$ cat config.mk
export PLATFORM = sky130hd
export DESIGN_NAME = rename_unit
export DESIGN_NICKNAME = d
export VERILOG_FILES = /design/src/source/core_config_pkg.sv /design/src/source/rename_types_pkg.sv /design/src/source/map_table.sv /design/src/source/free_list.sv /design/src/source/retire_queue.sv /design/src/source/rename_stage.sv /design/src/source/rename_unit.sv
export SDC_FILE = /design/constraint.sdc
export NUM_CORES = 2
export LEC_CHECK = 0
export BUFFER_PORTS_ARGS = -buffer_cell sky130_fd_sc_hd__buf_2
export CORE_ASPECT_RATIO = 1.25
export CORE_UTILIZATION = 45
export DETAILED_ROUTE_END_ITERATION = 8
export HOLD_SLACK_MARGIN = 0.03
export PLACE_DENSITY_LB_ADDON = 0.05
export REMOVE_ABC_BUFFERS = 1
export SYNTH_ARGS = -nofsm -noshare
export SYNTH_HDL_FRONTEND = slang
export SYNTH_SLANG_ARGS = --single-unit
$ cat constraint.sdc
create_clock -name clk -period 6.5 [get_ports clk]
set_input_delay 1.3 -clock clk [delete_from_list [all_inputs] [get_ports clk]]
set_output_delay 1.3 -clock clk [all_outputs]
set_load 0.1 [all_outputs]
$ cat src/source/core_config_pkg.sv
// Machine-size constants and default sizing for the rename unit, referenced by scoped name
package core_config_pkg;

    // Architectural register file, fixed by the ISA
    localparam int ARCH_REG_COUNT = 32;
    localparam int ARCH_IDX_W = 5;

    // x0 is hardwired and never renamed
    localparam logic [ARCH_IDX_W-1:0] ZERO_REG = '0;

    // Defaults picked up by the top level
    localparam int DEFAULT_PHYS_REG_COUNT = 64;
    localparam int DEFAULT_RETIRE_DEPTH = 32;

endpackage

$ cat src/source/rename_types_pkg.sv
// Instruction word layout and opcode constants used when decoding for rename
package rename_types_pkg;

    localparam int INSTR_W = 32;

    localparam logic [6:0] OPCODE_R_TYPE = 7'b0110011;

    // Register-register format
    typedef struct packed {
        logic [6:0]                            funct7;
        logic [core_config_pkg::ARCH_IDX_W-1:0] rs2;
        logic [core_config_pkg::ARCH_IDX_W-1:0] rs1;
        logic [2:0]                            funct3;
        logic [core_config_pkg::ARCH_IDX_W-1:0] rd;
        logic [6:0]                            opcode;
    } r_type_fields_t;

    // Immediate format, same positions for rs1, rd and opcode
    typedef struct packed {
        logic [11:0]                           imm;
        logic [core_config_pkg::ARCH_IDX_W-1:0] rs1;
        logic [2:0]                            funct3;
        logic [core_config_pkg::ARCH_IDX_W-1:0] rd;
        logic [6:0]                            opcode;
    } i_type_fields_t;

    typedef union packed {
        r_type_fields_t r;
        i_type_fields_t i;
    } instr_word_u;

endpackage

$ cat src/source/map_table.sv
// Speculative and retired register maps with ready bits, CDB forwarding and flush restore
`timescale 1ns/1ps

module map_table #(
    parameter int PHYS_REG_COUNT = 64,
    localparam int PHYS_IDX_W = $clog2(PHYS_REG_COUNT),
    localparam int ARCH_IDX_W = core_config_pkg::ARCH_IDX_W
) (
    input  logic                  clk,
    input  logic                  reset,
    // Combinational reads
    input  logic [ARCH_IDX_W-1:0] rs1_idx,
    input  logic [ARCH_IDX_W-1:0] rs2_idx,
    input  logic [ARCH_IDX_W-1:0] dest_idx,
    output logic [PHYS_IDX_W-1:0] rs1_preg,
    output logic                  rs1_ready,
    output logic [PHYS_IDX_W-1:0] rs2_preg,
    output logic                  rs2_ready,
    output logic [PHYS_IDX_W-1:0] old_dest_preg,
    // New destination from the rename stage
    input  logic                  set_dest_enable,
    input  logic [PHYS_IDX_W-1:0] new_dest_preg,
    // Result broadcast
    input  logic                  cdb_valid,
    input  logic [PHYS_IDX_W-1:0] cdb_preg,
    // Commit
    input  logic                  retire_enable,
    input  logic [ARCH_IDX_W-1:0] retire_arch_reg,
    input  logic [PHYS_IDX_W-1:0] retire_preg,
    input  logic                  restore_enable
);

    localparam int ARCH_COUNT = core_config_pkg::ARCH_REG_COUNT;

    logic [PHYS_IDX_W-1:0] spec_preg [ARCH_COUNT];
    logic                  spec_ready [ARCH_COUNT];
    logic [PHYS_IDX_W-1:0] ret_preg [ARCH_COUNT];

    // Source reads return preg 0 ready for x0
    always_comb begin
        if (rs1_idx == core_config_pkg::ZERO_REG) begin
            rs1_preg = '0;
            rs1_ready = 1'b1;
        end else begin
            rs1_preg = spec_preg[rs1_idx];
            // Same-cycle broadcast counts as ready
            rs1_ready = spec_ready[rs1_idx] || (cdb_valid && (cdb_preg == spec_preg[rs1_idx]));
        end
    end

    always_comb begin
        if (rs2_idx == core_config_pkg::ZERO_REG) begin
            rs2_preg = '0;
            rs2_ready = 1'b1;
        end else begin
            rs2_preg = spec_preg[rs2_idx];
            rs2_ready = spec_ready[rs2_idx] || (cdb_valid && (cdb_preg == spec_preg[rs2_idx]));
        end
    end

    // Mapping that the new destination replaces
    always_comb begin
        if (dest_idx == core_config_pkg::ZERO_REG) begin
            old_dest_preg = '0;
        end else begin
            old_dest_preg = spec_preg[dest_idx];
        end
    end

    always_ff @(posedge clk) begin
        if (reset) begin
            // Identity map with every entry ready
            for (int i = 0; i < ARCH_COUNT; i++) begin
                spec_preg[i] <= PHYS_IDX_W'(i);
                spec_ready[i] <= 1'b1;
                ret_preg[i] <= PHYS_IDX_W'(i);
            end
        end else begin
            if (restore_enable) begin
                // Retired values have been written back, so all of them are ready
                for (int i = 0; i < ARCH_COUNT; i++) begin
                    spec_preg[i] <= ret_preg[i];
                    spec_ready[i] <= 1'b1;
                end
            end else begin
                if (cdb_valid) begin
                    for (int i = 1; i < ARCH_COUNT; i++) begin
                        if (spec_preg[i] == cdb_preg) begin
                            spec_ready[i] <= 1'b1;
                        end
                    end
                end
                // A freshly allocated preg is never on the CDB, so this wins
                if (set_dest_enable && (dest_idx != core_config_pkg::ZERO_REG)) begin
                    spec_preg[dest_idx] <= new_dest_preg;
                    spec_ready[dest_idx] <= 1'b0;
                end
            end

            // Retired map takes the preg recorded at rename
            if (retire_enable && (retire_arch_reg != core_config_pkg::ZERO_REG)) begin
                ret_preg[retire_arch_reg] <= retire_preg;
            end
        end
    end

endmodule

$ cat src/source/free_list.sv
// Circular queue of free physical registers, allocated at the head and released at the tail
`timescale 1ns/1ps

module free_list #(
    parameter int PHYS_REG_COUNT = 64,
    localparam int PHYS_IDX_W = $clog2(PHYS_REG_COUNT)
) (
    input  logic                  clk,
    input  logic                  reset,
    input  logic                  alloc_enable,
    output logic [PHYS_IDX_W-1:0] alloc_preg,
    output logic                  empty,
    input  logic                  release_enable,
    input  logic [PHYS_IDX_W-1:0] release_preg,
    input  logic                  flush
);

    localparam int ARCH_COUNT = core_config_pkg::ARCH_REG_COUNT;
    localparam int FREE_COUNT = PHYS_REG_COUNT - ARCH_COUNT;
    localparam int PTR_W = $clog2(FREE_COUNT);
    localparam int CNT_W = $clog2(FREE_COUNT + 1);

    logic [PHYS_IDX_W-1:0] entries [FREE_COUNT];
    logic [PTR_W-1:0] head;
    logic [PTR_W-1:0] tail;
    logic [PTR_W-1:0] commit_head;
    logic [CNT_W-1:0] count;

    assign alloc_preg = entries[head];
    assign empty = (count == '0);

    always_ff @(posedge clk) begin
        if (reset) begin
            // Pregs above the identity-mapped ones start out free, in order
            for (int i = 0; i < FREE_COUNT; i++) begin
                entries[i] <= PHYS_IDX_W'(ARCH_COUNT + i);
            end
            head <= '0;
            tail <= '0;
            commit_head <= '0;
            count <= CNT_W'(FREE_COUNT);
        end else if (flush) begin
            // Every retire frees one preg and commits one, so the rewound list is full
            head <= commit_head;
            count <= CNT_W'(FREE_COUNT);
        end else begin
            if (alloc_enable) begin
                head <= (head == PTR_W'(FREE_COUNT - 1)) ? '0 : head + 1'b1;
            end
            if (release_enable) begin
                entries[tail] <= release_preg;
                tail <= (tail == PTR_W'(FREE_COUNT - 1)) ? '0 : tail + 1'b1;
                // The retiring instruction's own allocation is now committed
                commit_head <= (commit_head == PTR_W'(FREE_COUNT - 1)) ? '0 : commit_head + 1'b1;
            end
            if (alloc_enable && !release_enable) begin
                count <= count - 1'b1;
            end else if (release_enable && !alloc_enable) begin
                count <= count + 1'b1;
            end
        end
    end

endmodule

$ cat src/source/retire_queue.sv
// In-order FIFO of renamed destinations that drives commit into the map table and free list
`timescale 1ns/1ps

module retire_queue #(
    parameter int PHYS_REG_COUNT = 64,
    parameter int RETIRE_DEPTH = 32,
    localparam int PHYS_IDX_W = $clog2(PHYS_REG_COUNT),
    localparam int ARCH_IDX_W = core_config_pkg::ARCH_IDX_W
) (
    input  logic                  clk,
    input  logic                  reset,
    input  logic                  push,
    input  logic [ARCH_IDX_W-1:0] push_arch_rd,
    input  logic [PHYS_IDX_W-1:0] push_new_preg,
    input  logic [PHYS_IDX_W-1:0] push_old_preg,
    input  logic                  push_writes_rd,
    output logic                  full,
    input  logic                  retire_valid,
    input  logic                  flush,
    output logic                  retire_enable,
    output logic [ARCH_IDX_W-1:0] retire_arch_reg,
    output logic [PHYS_IDX_W-1:0] retire_preg,
    output logic                  release_enable,
    output logic [PHYS_IDX_W-1:0] release_preg,
    output logic                  queue_empty
);

    localparam int PTR_W = $clog2(RETIRE_DEPTH);
    localparam int CNT_W = $clog2(RETIRE_DEPTH + 1);

    logic [ARCH_IDX_W-1:0] arch_rd_mem [RETIRE_DEPTH];
    logic [PHYS_IDX_W-1:0] new_preg_mem [RETIRE_DEPTH];
    logic [PHYS_IDX_W-1:0] old_preg_mem [RETIRE_DEPTH];
    logic                  writes_rd_mem [RETIRE_DEPTH];
    logic [PTR_W-1:0] head;
    logic [PTR_W-1:0] tail;
    logic [CNT_W-1:0] count;
    logic pop;

    assign full = (count == CNT_W'(RETIRE_DEPTH));
    assign queue_empty = (count == '0);

    // Flush wins over retire, an empty queue ignores retire
    assign pop = retire_valid && !queue_empty && !flush;

    assign retire_enable = pop;
    assign retire_arch_reg = arch_rd_mem[head];
    assign retire_preg = new_preg_mem[head];
    // Only a real destination hands its old preg back
    assign release_enable = pop && writes_rd_mem[head];
    assign release_preg = old_preg_mem[head];

    always_ff @(posedge clk) begin
        if (push) begin
            arch_rd_mem[tail] <= push_arch_rd;
            new_preg_mem[tail] <= push_new_preg;
            old_preg_mem[tail] <= push_old_preg;
            writes_rd_mem[tail] <= push_writes_rd;
        end
    end

    always_ff @(posedge clk) begin
        if (reset || flush) begin
            head <= '0;
            tail <= '0;
            count <= '0;
        end else begin
            if (push) begin
                tail <= (tail == PTR_W'(RETIRE_DEPTH - 1)) ? '0 : tail + 1'b1;
            end
            if (pop) begin
                head <= (head == PTR_W'(RETIRE_DEPTH - 1)) ? '0 : head + 1'b1;
            end
            if (push && !pop) begin
                count <= count + 1'b1;
            end else if (pop && !push) begin
                count <= count - 1'b1;
            end
        end
    end

endmodule

$ cat src/source/rename_stage.sv
// Rename pipeline stage that decodes the word, accepts it, allocates rd and registers the result
`timescale 1ns/1ps

module rename_stage #(
    parameter int PHYS_REG_COUNT = 64,
    localparam int PHYS_IDX_W = $clog2(PHYS_REG_COUNT),
    localparam int ARCH_IDX_W = core_config_pkg::ARCH_IDX_W
) (
    input  logic                                 clk,
    input  logic                                 reset,
    input  logic                                 instr_valid,
    input  logic [rename_types_pkg::INSTR_W-1:0] instr_word,
    output logic                                 instr_ready,
    input  logic                                 free_empty,
    input  logic                                 queue_full,
    input  logic [PHYS_IDX_W-1:0]                alloc_preg,
    output logic                                 alloc_enable,
    output logic                                 push,
    // Map table side
    output logic [ARCH_IDX_W-1:0]                rs1_idx,
    output logic [ARCH_IDX_W-1:0]                rs2_idx,
    output logic [ARCH_IDX_W-1:0]                dest_idx,
    input  logic [PHYS_IDX_W-1:0]                rs1_preg,
    input  logic                                 rs1_ready,
    input  logic [PHYS_IDX_W-1:0]                rs2_preg,
    input  logic                                 rs2_ready,
    input  logic [PHYS_IDX_W-1:0]                old_dest_preg,
    output logic                                 set_dest_enable,
    output logic [PHYS_IDX_W-1:0]                new_dest_preg,
    // Registered result
    output logic                                 renamed_valid,
    output logic [PHYS_IDX_W-1:0]                renamed_rs1_preg,
    output logic                                 renamed_rs1_ready,
    output logic [PHYS_IDX_W-1:0]                renamed_rs2_preg,
    output logic                                 renamed_rs2_ready,
    output logic [PHYS_IDX_W-1:0]                renamed_rd_preg,
    output logic [PHYS_IDX_W-1:0]                renamed_old_rd_preg,
    output logic                                 renamed_writes_rd,
    input  logic                                 flush
);

    rename_types_pkg::instr_word_u word;
    logic is_r_type;
    logic writes_rd;
    logic accept;

    assign word = instr_word;
    assign is_r_type = (word.i.opcode == rename_types_pkg::OPCODE_R_TYPE);

    assign rs1_idx = word.i.rs1;
    assign dest_idx = word.i.rd;
    // I-type has no rs2, reading x0 gives preg 0 ready
    assign rs2_idx = is_r_type ? word.r.rs2 : core_config_pkg::ZERO_REG;

    assign writes_rd = (dest_idx != core_config_pkg::ZERO_REG);

    // Flush edges drop renames, so hold the instruction off
    assign instr_ready = !queue_full && !(writes_rd && free_empty) && !flush;
    assign accept = instr_valid && instr_ready;

    assign alloc_enable = accept && writes_rd;
    assign set_dest_enable = accept && writes_rd;
    assign new_dest_preg = alloc_preg;
    assign push = accept;

    always_ff @(posedge clk) begin
        if (reset) begin
            renamed_valid <= 1'b0;
        end else begin
            renamed_valid <= accept;
        end
    end

    always_ff @(posedge clk) begin
        if (accept) begin
            renamed_rs1_preg <= rs1_preg;
            renamed_rs1_ready <= rs1_ready;
            renamed_rs2_preg <= rs2_preg;
            renamed_rs2_ready <= rs2_ready;
            renamed_rd_preg <= writes_rd ? alloc_preg : '0;
            renamed_old_rd_preg <= old_dest_preg;
            renamed_writes_rd <= writes_rd;
        end
    end

endmodule

$ cat src/source/rename_unit.sv
// Rename unit top level that wires the stage to the map table, free list and retire queue
`timescale 1ns/1ps

module rename_unit #(
    parameter int PHYS_REG_COUNT = core_config_pkg::DEFAULT_PHYS_REG_COUNT,
    parameter int RETIRE_DEPTH = core_config_pkg::DEFAULT_RETIRE_DEPTH,
    localparam int PHYS_IDX_W = $clog2(PHYS_REG_COUNT)
) (
    input  logic                                 clk,
    input  logic                                 reset,
    input  logic                                 instr_valid,
    input  logic [rename_types_pkg::INSTR_W-1:0] instr_word,
    output logic                                 instr_ready,
    input  logic                                 cdb_valid,
    input  logic [PHYS_IDX_W-1:0]                cdb_preg,
    input  logic                                 retire_valid,
    input  logic                                 flush,
    output logic                                 renamed_valid,
    output logic [PHYS_IDX_W-1:0]                renamed_rs1_preg,
    output logic                                 renamed_rs1_ready,
    output logic [PHYS_IDX_W-1:0]                renamed_rs2_preg,
    output logic                                 renamed_rs2_ready,
    output logic [PHYS_IDX_W-1:0]                renamed_rd_preg,
    output logic [PHYS_IDX_W-1:0]                renamed_old_rd_preg,
    output logic                                 renamed_writes_rd
);

    localparam int ARCH_IDX_W = core_config_pkg::ARCH_IDX_W;

    logic [ARCH_IDX_W-1:0] rs1_idx;
    logic [ARCH_IDX_W-1:0] rs2_idx;
    logic [ARCH_IDX_W-1:0] dest_idx;
    logic [PHYS_IDX_W-1:0] rs1_preg;
    logic                  rs1_ready;
    logic [PHYS_IDX_W-1:0] rs2_preg;
    logic                  rs2_ready;
    logic [PHYS_IDX_W-1:0] old_dest_preg;
    logic                  set_dest_enable;
    logic [PHYS_IDX_W-1:0] new_dest_preg;
    logic                  alloc_enable;
    logic [PHYS_IDX_W-1:0] alloc_preg;
    logic                  free_empty;
    logic                  push;
    logic                  queue_full;
    logic                  queue_empty;
    logic                  retire_enable;
    logic [ARCH_IDX_W-1:0] retire_arch_reg;
    logic [PHYS_IDX_W-1:0] retire_preg;
    logic                  release_enable;
    logic [PHYS_IDX_W-1:0] release_preg;

    rename_stage #(.PHYS_REG_COUNT(PHYS_REG_COUNT)) rename_stage_i (
        .clk, .reset, .instr_valid, .instr_word, .instr_ready,
        .free_empty, .queue_full, .alloc_preg, .alloc_enable, .push,
        .rs1_idx, .rs2_idx, .dest_idx, .rs1_preg, .rs1_ready, .rs2_preg, .rs2_ready,
        .old_dest_preg, .set_dest_enable, .new_dest_preg,
        .renamed_valid, .renamed_rs1_preg, .renamed_rs1_ready,
        .renamed_rs2_preg, .renamed_rs2_ready, .renamed_rd_preg,
        .renamed_old_rd_preg, .renamed_writes_rd, .flush
    );

    map_table #(.PHYS_REG_COUNT(PHYS_REG_COUNT)) map_table_i (
        .clk, .reset, .rs1_idx, .rs2_idx, .dest_idx,
        .rs1_preg, .rs1_ready, .rs2_preg, .rs2_ready, .old_dest_preg,
        .set_dest_enable, .new_dest_preg, .cdb_valid, .cdb_preg,
        .retire_enable, .retire_arch_reg, .retire_preg,
        .restore_enable(flush)
    );

    free_list #(.PHYS_REG_COUNT(PHYS_REG_COUNT)) free_list_i (
        .clk, .reset, .alloc_enable, .alloc_preg, .empty(free_empty),
        .release_enable, .release_preg, .flush
    );

    // While push is high, set_dest_enable is exactly the writes-rd flag
    retire_queue #(
        .PHYS_REG_COUNT(PHYS_REG_COUNT),
        .RETIRE_DEPTH(RETIRE_DEPTH)
    ) retire_queue_i (
        .clk, .reset, .push,
        .push_arch_rd(dest_idx),
        .push_new_preg(new_dest_preg),
        .push_old_preg(old_dest_preg),
        .push_writes_rd(set_dest_enable),
        .full(queue_full), .retire_valid, .flush,
        .retire_enable, .retire_arch_reg, .retire_preg,
        .release_enable, .release_preg, .queue_empty
    );

endmodule

==> results.toml <==
[worst_setup_path]
r2r_setup_slack_ns = 1.54
cp_max_fo = 24
r2r_end = "map_table_i.ret_preg[21][4]$_SDFFCE_PN1P_"
cp_common_cell = "nand2_1"
crit_arrival_ns = 5.93
start_kind = "primary input"
reg2reg_depth = 8
crit_buf_inv = 4
max_stage_delay_ns = 1.12
cp_num_cells = 12
critical_path_class = "in2reg"
crit_path_cell_trace = "buf_2 -> nor3_1 -> and2_1 -> inv_1 -> a31oi_1 -> nand2_1 -> inv_2 -> nand2b_1 -> nor2_1 -> buf_4 -> nand2_1 -> nand2_1"
cp.required_ns = 6.94
end_kind = "flip-flop"
crit_family = "simple AND/OR/NAND/NOR gates"
cp_slowest_cell = "nor3_1"

[drt]
top_layer_used = "met5"
vias = 35600
dr.pass1.iters = 6
wl_met1_um = 68400
drtIter0Drc = 3471
drcViolationCount = 0
viasPerCell = 6.19
wl_met2_um = 96800
routed_wl_um = 186000
dr_wl_met3_um = 11300
wl_per_cell_um = 32.4
antenna_violating_nets_post_route = 0

[placement]
dp_hpwl_um = 126000
gp_congestion = 0.998
postPlaceCellArea_um2 = 60700
io_buffers = 62
pre_cts_ws_ns = 0.250

[power_and_ir_drop]
leakagePower_nw = 19.9
power.density_nw_per_um2 = 279
power.total_mw = 18.2
ir_worst_vdd_v = 0.000238

[yosys]
ys_async_sr_fraction = 0
synthFlopType = "edfxtp_1"
synth-edff-count = 1179
synth_warnings = 0
avgSynthCellArea_um2 = 14.9
syn_inst = 3902
synthesis.area_um2 = 58000
yosysSeqAreaShare = 0.638
netlist-cell-type-count = 79
ys_seq_elements = 1259

[grt]
grt_max_degree = 95
groute.usage.overall = 0.290
grt_pass1_wl_um = 265000
grt_overflow = 0
antenna_found_initial = 4
grt_pass1_vias = 36300

[clock_network]
cts_root_buf = "clkbuf_16"
clock_latency_ns = 0.79
post_cts_buffers = 0
cts_tree = "built"
path_clk_slew_ns = 0.07
h-tree-depth = 4
clockBufferDepth = 3
clock_sinks = 1259
cts_buffers = 133
cts_resized = 0
hold_buffers = 0

[die]
start_util = 0.455
core_um2 = 127000
placementRows = 146
die_h_um = 403
die_area_um2 = 130000
die_x_um = 323
io_pins = 73

[run_status]
outcome = "finished clean"

[final_layout]
drive_gt1_frac = 0.222
syn_to_final_growth_pct = 12.2
design_area_um2 = 65000
nets = 4015
fillers = 10600

[sta]
worst-slew-pin-transition_ns = 1.42
fin_ws_ns = 1.01
period_share = 0.845
slew_headroom = 0.0444
finalSetupTns_ns = 0
drv_slew = 0
finClkSkew_ns = 0.0376
setup_violations = 0
max_freq_mhz = 182
hold_violations = 0
rsz0062_at_grt = "no"
post-route-min-period_ns = 5.49

[hold_path]
min_path_type = "reg2reg"
holdPathEnd = "free_list_i.commit_head[1]$_SDFFE_PP0P_"
min-delay-start = "free_list_i.commit_head[1]$_SDFFE_PP0P_"
holdPathStages = 2

[job]
max_cap_violations = 0
## state kept, by name, summed over array words and instances, names as in the netlist, 32 cells and up, named ones only
| signal | flops |
|---|---|
| map_table_i.spec_ready | 32 |
| retire_queue_i.arch_rd_mem | 160 |
| free_list_i.entries | 192 |
| map_table_i.spec_preg | 192 |
| retire_queue_i.old_preg_mem | 192 |
| map_table_i.ret_preg | 192 |
| retire_queue_i.new_preg_mem | 192 |
| retire_queue_i.writes_rd_mem | 32 |
## worst register-to-register path: cells and delay by family (launching register included)
| family | cells | cell delay [ns] |
|---|---|---|
| buf+inv | 1 | 0.34 |
| flops | 1 | 0.61 |
| simple gates | 4 | 1.90 |
| mux | 3 | 1.77 |
## routing by layer
metal / up-vias / track usage
met5: - / 0
met4: 2 / 0.142
met3: 420 / 0.0431
met2: 1495 / 0.510
met1: 18500 / 0.345
li1: 15100 / -
## cells by family after synthesis
group | Yosys count | synth area share
flops | 1259 | 0.638
other cells | 1 | 0.0000647
xor+xnor | 208 | 0.0314
fa+ha+maj | 28 | 0.00630
simple gates | 1219 | 0.0990
mux | 452 | 0.158
compound gates | 415 | 0.0446
buf+inv | 320 | 0.0224
## Yosys cell counts (6+ instances only)
library cell | count | area share
a31oi_1 | 9 | 0.00097
xor2_1 | 103 | 0.016
and2_1 | 20 | 0.0022
mux2i_1 | 65 | 0.011
nor3_1 | 110 | 0.0095
a21oi_1 | 109 | 0.0094
nand4_1 | 41 | 0.0044
and3_1 | 10 | 0.0011
a221o_1 | 7 | 0.0012
nand3b_1 | 20 | 0.0026
dfxtp_1 | 80 | 0.028
o31a_1 | 14 | 0.0021
inv_1 | 27 | 0.0017
nor3b_1 | 7 | 0.00091
or3b_2 | 32 | 0.0048
or3_1 | 10 | 0.0011
xnor2_1 | 105 | 0.016
nand2_1 | 371 | 0.024
nor2_1 | 366 | 0.024
ha_1 | 26 | 0.0056
mux4_2 | 369 | 0.14
a221oi_1 | 11 | 0.0017
o221ai_1 | 6 | 0.00091
nand3_1 | 72 | 0.0062
o2111a_1 | 6 | 0.0012
buf_1 | 36 | 0.0023
clkbuf_1 | 204 | 0.013
nand2b_1 | 57 | 0.0061
edfxtp_1 | 1179 | 0.61
o21ai_0 | 152 | 0.013
nor2b_1 | 13 | 0.0014
a22oi_1 | 27 | 0.0035
nor4_1 | 37 | 0.0040
mux2_2 | 18 | 0.0035
or2_2 | 23 | 0.0025
o22a_1 | 19 | 0.0029
buf_2 | 45 | 0.0039
## cells in the final DEF (no fill, tap or decap), types with 32 or more instances in the layout
| cell type | synthesis | layout |
|---|---|---|
| o21ai_0 | 152 | 152 |
| nand2_1 | 371 | 371 |
| buf_2 | 45 | 58 |
| xor2_1 | 103 | 103 |
| dfxtp_1 | 80 | 73 |
| nor2_2 | 3 | 41 |
| clkbuf_16 | 0 | 135 |
| edfxtp_1 | 1179 | 1179 |
| mux2i_1 | 65 | 47 |
| or3b_2 | 32 | 32 |
| a21oi_1 | 109 | 109 |
| buf_4 | 1 | 127 |
| mux4_2 | 369 | 369 |
| nor4_1 | 37 | 37 |
| nand3_1 | 72 | 72 |
| nand2b_1 | 57 | 57 |
| xnor2_1 | 105 | 105 |
| nor2_1 | 366 | 327 |
| nand4_1 | 41 | 41 |
| nor3_1 | 110 | 110 |
## stage by stage
step                      utilization  instances  hold WS (ns)
after floorplan                     -       3616         0.451
after global placement          0.477       5510         0.477
after detailed placement        0.477       5510         0.501
after CTS                       0.511       5750         0.508
after global routing            0.511       5750         0.540
final                           0.511       5754         0.508
## where the power goes
part	internal [mW]	switching, mW	total (mW)
Sequential	9.05	0.147	9.20
Combinational	0.437	0.971	1.41
Clock	4.31	3.24	7.55
Total	13.8	4.36	18.2
## final cells by class
type / count / area [um^2] / area share
Sequential cell: 1259 / 37000 / 0.569
Multi-Input combinational cell: 2328 / 20100 / 0.308
Clock buffer: 168 / 3550 / 0.0546
Tap cell: 1702 / 2130 / 0.0327
Timing Repair Buffer: 192 / 1380 / 0.0213
Clock inverter: 72 / 776 / 0.0119
Inverter: 29 / 110 / 0.00169
Antenna cell: 4 / 10.0 / 0.000154
## how the worst max path moves through the flow
stage	startpoint	endpoint	slack [ns]
CTS	instr_word[10]	map_table_i.spec_preg[22][0]$_DFFE_PP_	1.03
global placement	instr_word[10]	free_list_i.count[5]$_SDFFE_PP1P_	0.31
detailed placement	instr_word[10]	map_table_i.spec_preg[22][0]$_DFFE_PP_	0.25
finish	instr_word[9]	map_table_i.spec_preg[22][0]$_DFFE_PP_	1.01
global route	instr_word[9]	free_list_i.count[5]$_SDFFE_PP1P_	0.80
floorplan	flip-flop	map_table_i.ret_preg[29][0]$_SDFFCE_PN1P_	-2.89
Note: power is estimated with default switching activity, not from simulation.
